[src/nn_cfg.svh]
`ifndef NN_CFG_SVH
`define NN_CFG_SVH

////////////////////////////////////////
// layer geometry
////////////////////////////////////////

// neurons per physical layer, also inputs per neuron
`define NN_NUM_NEURON 5

////////////////////////////////////////
// number formats
////////////////////////////////////////

// activations, unsigned Q1.8
`define NN_ACT_W      9
`define NN_ACT_FRAC   8
// weights, signed with 8 fraction bits
`define NN_WEIGHT_W   17
`define NN_WEIGHT_FRAC 8
// running sum inside each neuron
`define NN_ACC_W      32

// layer recirculation limits
`define NN_LAYER_MAX  3
`define NN_LAYER_W    2

`endif

[src/nn_pkg.sv]
`include "nn_cfg.svh"

package nn_pkg;

    // one activation, never negative after relu
    typedef logic [`NN_ACT_W-1:0] act_t;
    // one full layer vector
    typedef act_t [`NN_NUM_NEURON-1:0] act_vec_t;

    // signed fixed point weight
    typedef logic signed [`NN_WEIGHT_W-1:0] weight_t;
    // all weights feeding one neuron
    typedef weight_t [`NN_NUM_NEURON-1:0] weight_row_t;
    // one row per neuron, whole layer
    typedef weight_row_t [`NN_NUM_NEURON-1:0] weight_mat_t;

    // accumulator, seen as a signed sum or split for saturation
    typedef union packed {
        logic signed [`NN_ACC_W-1:0] raw;
        struct packed {
            logic [`NN_ACC_W-`NN_ACT_W-1:0] over;
            logic [`NN_ACT_W-1:0]           act;
        } fields;
    } acc_u;

    // controller to layer and weight port
    typedef struct packed {
        logic                   start;
        logic [`NN_LAYER_W-1:0] index;
    } layer_cmd_t;

    // layer back to buffer and controller
    typedef struct packed {
        logic     valid;
        act_vec_t values;
    } layer_result_t;

endpackage

[src/activation_buffer.sv]
module activation_buffer import nn_pkg::*; (
    input  logic          clk,
    input  logic          rst,
    input  logic          load,
    input  act_vec_t      start_input,
    input  layer_result_t result,
    output act_vec_t      layer_input
);

    // vector kept between passes
    act_vec_t held;

    ////////////////////////////////////////
    // storage
    ////////////////////////////////////////

    // outside vector at run start, layer values after each pass
    always_ff @(posedge clk) begin
        if (rst) begin
            held <= '0;
        end else if (load) begin
            held <= start_input;
        end else if (result.valid) begin
            held <= result.values;
        end
    end

    ////////////////////////////////////////
    // output
    ////////////////////////////////////////

    // fresh results show up in their valid cycle
    // neurons are idle then, so the bypass only affects the final output
    assign layer_input = result.valid ? result.values : held;

    // a run is never launched while a pass is finishing
    a_load_vs_result: assert property (@(posedge clk) disable iff (rst)
        !(load && result.valid));

endmodule

[src/forward.sv]
`include "nn_cfg.svh"

module forward import nn_pkg::*; (
    input  logic                   clk,
    input  logic                   rst,
    input  logic                   start,
    input  act_vec_t               start_input,
    input  logic [`NN_LAYER_W-1:0] layer_count,
    input  weight_mat_t            weights,
    output logic [`NN_LAYER_W-1:0] layer_index,
    output act_vec_t               final_output,
    output logic                   final_output_valid
);

    layer_cmd_t    cmd;
    logic          load;
    layer_result_t result;
    act_vec_t      layer_input;

    ////////////////////////////////////////
    // producer, buffer, consumer
    ////////////////////////////////////////

    layer_controller i_layer_controller (
        .clk                (clk),
        .rst                (rst),
        .start              (start),
        .layer_count        (layer_count),
        .result             (result),
        .cmd                (cmd),
        .load               (load),
        .final_output_valid (final_output_valid)
    );

    activation_buffer i_activation_buffer (
        .clk         (clk),
        .rst         (rst),
        .load        (load),
        .start_input (start_input),
        .result      (result),
        .layer_input (layer_input)
    );

    neuron_layer i_neuron_layer (
        .clk     (clk),
        .rst     (rst),
        .start   (cmd.start),
        .inputs  (layer_input),
        .weights (weights),
        .result  (result)
    );

    // external weight memory is addressed by the pass index
    assign layer_index  = cmd.index;
    assign final_output = layer_input;

endmodule

[src/layer_controller.sv]
`include "nn_cfg.svh"

module layer_controller import nn_pkg::*; (
    input  logic                   clk,
    input  logic                   rst,
    input  logic                   start,
    input  logic [`NN_LAYER_W-1:0] layer_count,
    input  layer_result_t          result,
    output layer_cmd_t             cmd,
    output logic                   load,
    output logic                   final_output_valid
);

    typedef enum logic [1:0] {
        ST_IDLE,
        ST_LAUNCH,
        ST_WAIT
    } state_t;

    state_t                 state;
    logic                   busy;
    logic                   last;
    logic [`NN_LAYER_W-1:0] count_q;
    logic [`NN_LAYER_W-1:0] index_q;

    ////////////////////////////////////////
    // decoded outputs
    ////////////////////////////////////////

    assign busy = (state != ST_IDLE);

    // buffer takes start_input on the accepting edge
    assign load = start && !busy;

    // one cycle launch per pass
    assign cmd.start = (state == ST_LAUNCH);
    assign cmd.index = index_q;

    // current pass is the final one
    assign last = (index_q == `NN_LAYER_W'(count_q - 1'b1));

    // same cycle as the layer result, no extra latency
    assign final_output_valid = (state == ST_WAIT) && result.valid && last;

    ////////////////////////////////////////
    // sequencing
    ////////////////////////////////////////

    always_ff @(posedge clk) begin
        if (rst) begin
            state   <= ST_IDLE;
            count_q <= '0;
            index_q <= '0;
        end else begin
            case (state)
                ST_IDLE: begin
                    // start during a run never reaches here
                    if (start) begin
                        count_q <= layer_count;
                        index_q <= '0;
                        state   <= ST_LAUNCH;
                    end
                end
                ST_LAUNCH: begin
                    state <= ST_WAIT;
                end
                ST_WAIT: begin
                    if (result.valid) begin
                        if (last) begin
                            state <= ST_IDLE;
                        end else begin
                            // next pass reads weights of the new index
                            index_q <= index_q + 1'b1;
                            state   <= ST_LAUNCH;
                        end
                    end
                end
                default: begin
                    state <= ST_IDLE;
                end
            endcase
        end
    end

    // accepted runs must ask for 1 .. max layers
    a_count_range: assert property (@(posedge clk) disable iff (rst)
        load |-> (layer_count != '0) && (int'(layer_count) <= `NN_LAYER_MAX));

    // every launch is answered before the next one
    a_pass_answered: assert property (@(posedge clk) disable iff (rst)
        cmd.start |-> ##(`NN_NUM_NEURON + 1) result.valid);

endmodule

[src/neuron.sv]
`include "nn_cfg.svh"

module neuron import nn_pkg::*; (
    input  logic        clk,
    input  logic        rst,
    input  logic        start,
    input  act_t        x,
    input  weight_row_t w_row,
    output act_t        y,
    output logic        valid
);

    localparam int STEP_W = $clog2(`NN_NUM_NEURON);
    // unsigned activation widened by one sign bit, times weight
    localparam int PROD_W = `NN_ACT_W + 1 + `NN_WEIGHT_W;
    // product carries both fraction parts, keep the activation format
    localparam int DROP = (`NN_ACT_FRAC + `NN_WEIGHT_FRAC) - `NN_ACT_FRAC;

    logic [STEP_W-1:0]           step;
    logic                        busy;
    logic                        fin;
    logic [STEP_W-1:0]           w_sel;
    weight_t                     w_cur;
    logic signed [`NN_ACT_W:0]   x_s;
    logic signed [PROD_W-1:0]    prod;
    logic signed [`NN_ACC_W-1:0] prod_ext;
    acc_u                        acc;
    act_t                        y_next;

    ////////////////////////////////////////
    // multiply path
    ////////////////////////////////////////

    // first step is taken in the start cycle itself
    assign w_sel    = start ? '0 : step;
    assign w_cur    = w_row[w_sel];
    assign x_s      = $signed({1'b0, x});
    assign prod     = x_s * w_cur;
    // sign extend then arithmetic shift
    assign prod_ext = prod >>> DROP;

    // relu and saturation from the union fields
    always_comb begin
        if (acc.raw[`NN_ACC_W-1])
            y_next = '0;
        else if (acc.fields.over != '0)
            y_next = '1;
        else
            y_next = acc.fields.act;
    end

    // step sequencing
    always_ff @(posedge clk) begin
        if (rst) begin
            step  <= '0;
            busy  <= 1'b0;
            fin   <= 1'b0;
            valid <= 1'b0;
        end else begin
            valid <= fin;
            fin   <= 1'b0;
            if (start) begin
                step <= STEP_W'(1);
                busy <= 1'b1;
            end else if (busy) begin
                if (step == STEP_W'(`NN_NUM_NEURON - 1)) begin
                    step <= '0;
                    busy <= 1'b0;
                    fin  <= 1'b1;
                end else begin
                    step <= step + 1'b1;
                end
            end
        end
    end

    // sum and output word
    always_ff @(posedge clk) begin
        // start restarts the sum from zero
        if (start)
            acc.raw <= prod_ext;
        else if (busy)
            acc.raw <= acc.raw + prod_ext;
        if (fin)
            y <= y_next;
    end

    // controller must wait for the previous pass to finish
    a_no_restart: assert property (@(posedge clk) disable iff (rst)
        start |-> !(busy || fin));

endmodule

[src/neuron_layer.sv]
`include "nn_cfg.svh"

module neuron_layer import nn_pkg::*; (
    input  logic          clk,
    input  logic          rst,
    input  logic          start,
    input  act_vec_t      inputs,
    input  weight_mat_t   weights,
    output layer_result_t result
);

    localparam int STEP_W = $clog2(`NN_NUM_NEURON);

    logic [STEP_W-1:0]         step;
    logic [STEP_W-1:0]         sel;
    act_t                      x;
    act_vec_t                  y;
    logic [`NN_NUM_NEURON-1:0] valid;

    ////////////////////////////////////////
    // shared input stream
    ////////////////////////////////////////

    // element 0 goes out together with start
    assign sel = start ? '0 : step;
    assign x   = inputs[sel];

    // walks 1 .. N-1 after start, then parks at 0
    always_ff @(posedge clk) begin
        if (rst) begin
            step <= '0;
        end else if (start) begin
            step <= STEP_W'(1);
        end else if (step != '0) begin
            if (step == STEP_W'(`NN_NUM_NEURON - 1))
                step <= '0;
            else
                step <= step + 1'b1;
        end
    end

    ////////////////////////////////////////
    // neuron array
    ////////////////////////////////////////

    for (genvar i = 0; i < `NN_NUM_NEURON; i++) begin : g_neuron
        neuron i_neuron (
            .clk   (clk),
            .rst   (rst),
            .start (start),
            .x     (x),
            .w_row (weights[i]),
            .y     (y[i]),
            .valid (valid[i])
        );
    end

    // lockstep, so neuron 0 speaks for all
    assign result.valid  = valid[0];
    assign result.values = y;

    a_valid_lockstep: assert property (@(posedge clk) disable iff (rst)
        (&valid) == (|valid));

endmodule

[config.mk]
export PLATFORM = sky130hd
export DESIGN_NAME = forward
export DESIGN_NICKNAME = d
export VERILOG_FILES = /design/src/nn_pkg.sv /design/src/activation_buffer.sv /design/src/forward.sv /design/src/layer_controller.sv /design/src/neuron.sv /design/src/neuron_layer.sv
export VERILOG_INCLUDE_DIRS = /design/src
export SDC_FILE = /design/constraint.sdc
export NUM_CORES = 2
export LEC_CHECK = 0
export BUFFER_PORTS_ARGS = -buffer_cell sky130_fd_sc_hd__clkbuf_2
export CELL_PAD_IN_SITES_DETAIL_PLACEMENT = 0
export CELL_PAD_IN_SITES_GLOBAL_PLACEMENT = 2
export CORE_AREA = 10 10 424 426
export CTS_CLUSTER_SIZE = 16
export DETAILED_ROUTE_END_ITERATION = 8
export DIE_AREA = 0 0 434 436
export PLACE_DENSITY_LB_ADDON = 0.1
export SYNTH_ARGS = -nofsm -noshare
export SYNTH_HDL_FRONTEND = slang
export SYNTH_SLANG_ARGS = --single-unit
[constraint.sdc]
create_clock -name clk -period 14.7 [get_ports clk]
set_clock_uncertainty 0.1 [all_clocks]
set_input_delay 2.205 -clock clk [delete_from_list [all_inputs] [get_ports clk]]
set_output_delay 2.205 -clock clk [all_outputs]
set_load 0.01 [all_outputs]
==> impl_metrics.env <==
export IMPL_worst_path_clk_slew_ns=0.06
export IMPL_required_worst_endpoint_ns=14.98
export IMPL_root_buffer="clkbuf_16"
export IMPL_fin_crit_share_pct=82.0
export IMPL_ys_async_sr_fraction_pct=0
export IMPL_grt_overflow_total=0
export IMPL_synth_seq_cells=285
export IMPL_crit_path_max_fanout=78
export IMPL_grt_max_degree=91
export IMPL_dp_cells=8682
export IMPL_grt_first_pass_wirelength_um=299000
export IMPL_fp_dieW_um=434
export IMPL_timing_max_cap_violations=0
export IMPL_syn_cell_area_um2=51000
export IMPL_synth_area_leaders="fa_1, edfxtp_1, ha_1"
export IMPL_floorplan_initialDensity_pct=29.8
export IMPL_postSynthAreaPerCell_um2=8.36
export IMPL_post_cts_hold_buffer_count=0
export IMPL_cts_inserted_buffers=42
export IMPL_io_pins=523
export IMPL_htree_levels=2
export IMPL_dr_total_vias=43400
export IMPL_finalHoldWorstSlack_ns=0.373
export IMPL_postcts_resize_cnt=0
export IMPL_report_final_hold_viol_count=0
export IMPL_syn_nets=7693
export IMPL_seq_area_um2=7770
export IMPL_num_nets_final=8090
export IMPL_area_growth_pct=13.5
export IMPL_top_ff_cell_synth="edfxtp_1"
export IMPL_crit_path_end_kind="register"
export IMPL_setup_tns_final_ns=0
export IMPL_arrival_ns=12.34
export IMPL_cpMostUsedCell="fa_1"
export IMPL_detail_route_antenna_nets=0
export IMPL_track_usage_pct=20.6
export IMPL_max_slew_worst_pin_slew_ns=1.24
export IMPL_tritoncts="done"
export IMPL_fillCellCount=18200
export IMPL_min_period_ns=12.06
export IMPL_netlist_top_cell_by_area="fa_1"
export IMPL_relative_max_transition_margin_pct=16.5
export IMPL_placed_cell_area_um2=56300
export IMPL_path_type_of_the_worst_setup_path="reg -> reg"
export IMPL_synth_edf_count=205
export IMPL_critPathLaunchType="register"
export IMPL_hpwl_um=160000
export IMPL_yosysWarningCount=0
export IMPL_final_max_slew_viol_count=0
export IMPL_setup_violations=0
export IMPL_critical_path_slowest_cell="nor2b_4"
export IMPL_layout_cells_non_filler=8769
export IMPL_multi_input_area_um2=38900
export IMPL_drt_total_wl_um=198000
export IMPL_final_area_um2=57900
export IMPL_buffers_plus_inverters_on_the_worst_setup_path=5
export IMPL_grt_antenna_before_repair=9
export IMPL_die_area_um2=189000
export IMPL_synth_unique_cells=98
export IMPL_wire_length_per_cell_after_detailed_routing_um=22.6
export IMPL_critical_path_max_stage_delay_ns=0.80
export IMPL_drc=0
export IMPL_first_global_vias=45100
export IMPL_setup_repair_after_global_routing_missed_its_margin="false"
export IMPL_dr_pass1_iters=5
export IMPL_seq_area_frac_synth_pct=15.2
export IMPL_cts_sinks=285
export IMPL_drt_iter0_drc=2535
export IMPL_leading_cell_type_in_the_layout_fill_and_taps_excluded="inv_1"
export IMPL_max_freq_mhz=82.9
export IMPL_share_of_the_synthesized_area_in_the_top_cell_type_pct=25.3
export IMPL_post_route_cells_drive_above_1_share_pct=12.3
export IMPL_post_cts_buffers=0
export IMPL_run_status="finished, final reports clean"
export IMPL_via_per_inst=4.95
export IMPL_synthesis_instances=6096
export IMPL_chipHeight_um=436
export IMPL_insertion_delay_of_the_later_clocked_pin_in_the_worst_skew_pair_ns=0.63
export IMPL_gp_routability_congestion=0.865
export IMPL_most_common_layout_cells="inv_1, nor2_1, nand2_1"
export IMPL_num_rows=152
export IMPL_critPathTopFamily="compound AO/OA/AOI/OAI gates"
export IMPL_clock_path_buffers=3
export IMPL_core_region_area_um2=171000
export IMPL_place_port_buffers=522
export IMPL_min_delay_path_class="reg -> reg"
## cell usage after synthesis (18+ instances only)
library cell    n
a211oi_1       75
a21o_1        152
a21oi_1       397
a31oi_1        41
and2_1         93
and3_1         22
buf_1          37
clkbuf_1      200
dfxtp_1        80
edfxtp_1      205
fa_1          645
ha_1          477
inv_1         906
mux2_2         37
mux2i_1       122
nand2_1       668
nand2b_1       46
nand3_1        63
nand4_1        28
nor2_1        681
nor2b_1       121
nor3_1        108
nor4_1         28
o211ai_1       18
o21a_1         43
o21ai_0       179
o21ai_1        54
o21bai_1       24
o22ai_1        56
or2_2          18
or3_1          21
xnor2_1       161
xor2_1         85
## metal layers
layer	up-vias	routed length [um]	GRT usage [%]
met1	21500	99300	30.8
met4	4	4350	4.43
met5	-	21	0
met3	127	10100	2.72
met2	935	84400	31.4
li1	20900	-	-
## worst min-delay path, delay by kind of cell, from the launching register on
kind / cells / cell delay (ns)
DFF: 1 / 0.32
AOI/OAI and AO/OA: 1 / 0.06
and+or+nand+nor: 1 / 0.05
## state kept, by name, indices dropped and copies added, names as in the netlist
name and cells:
i_activation_buffer.held 45, i_neuron_layer.g_neuron.i_neuron.busy 5, i_neuron_layer.step 3, i_layer_controller.state 2, i_neuron_layer.g_neuron.i_neuron.fin 5, i_neuron_layer.g_neuron.i_neuron.y 45, i_layer_controller.index_q 2, i_neuron_layer.g_neuron.i_neuron.acc 160
i_neuron_layer.g_neuron.i_neuron.valid 1, i_layer_controller.count_q 2, i_neuron_layer.g_neuron.i_neuron.step 15
## layout make-up
cell class              count  share of cell area [%]
inverters                 908                    5.89
diodes                      9                  0.0389
well taps                2233                    4.83
repair buffers            614                    5.86
multi-input cells        4642                    67.2
clock inverters            28                   0.761
flip-flops and latches    285                    13.4
clock buffers              50                    1.98
## kinds of logic (layout without fill, tap and decap cells)
| group | Yosys count | in the layout | synth area share, % |
|---|---|---|---|
| simple gates | 1937 | 1937 | 17.0 |
| compound gates | 1174 | 1174 | 14.5 |
| buf+inv | 1169 | 1600 | 8.73 |
| fa+ha+maj | 1122 | 1122 | 37.0 |
| flops | 285 | 285 | 15.2 |
| xor+xnor | 248 | 248 | 4.29 |
| mux | 161 | 161 | 3.27 |
| other cells | 0 | 9 | 0 |
## worst paths after layout
kind / from / end / slack (ns) / cells after the start
hold reg to reg: i_layer_controller.count_q[1]$_SDFFE_PP0P_ / i_layer_controller.count_q[1]$_SDFFE_PP0P_ / 0.37 / 2
hold / removal: i_layer_controller.count_q[1]$_SDFFE_PP0P_ / i_layer_controller.count_q[1]$_SDFFE_PP0P_ / 0.37 / 2
setup reg to reg: i_layer_controller.state[0]$_SDFFE_PP0P_ / i_neuron_layer.g_neuron[2].i_neuron.acc[28]$_DFFE_PP_ / 2.64 / 37
setup / recovery: i_layer_controller.state[0]$_SDFFE_PP0P_ / i_neuron_layer.g_neuron[2].i_neuron.acc[28]$_DFFE_PP_ / 2.64 / 37
## per-stage QoR
step,worst slack (ns),utilization (%)
2_1_floorplan,3.79,-
3_3_place_gp,2.60,32.9
3_5_place_dp,2.58,32.9
4_1_cts,2.53,33.8
5_1_grt,1.87,33.8
6_report,2.64,33.8
Power is left out: the tool's default activity adds up to more than one toggle a clock period on the data nets, which glitch-free logic cannot reach.
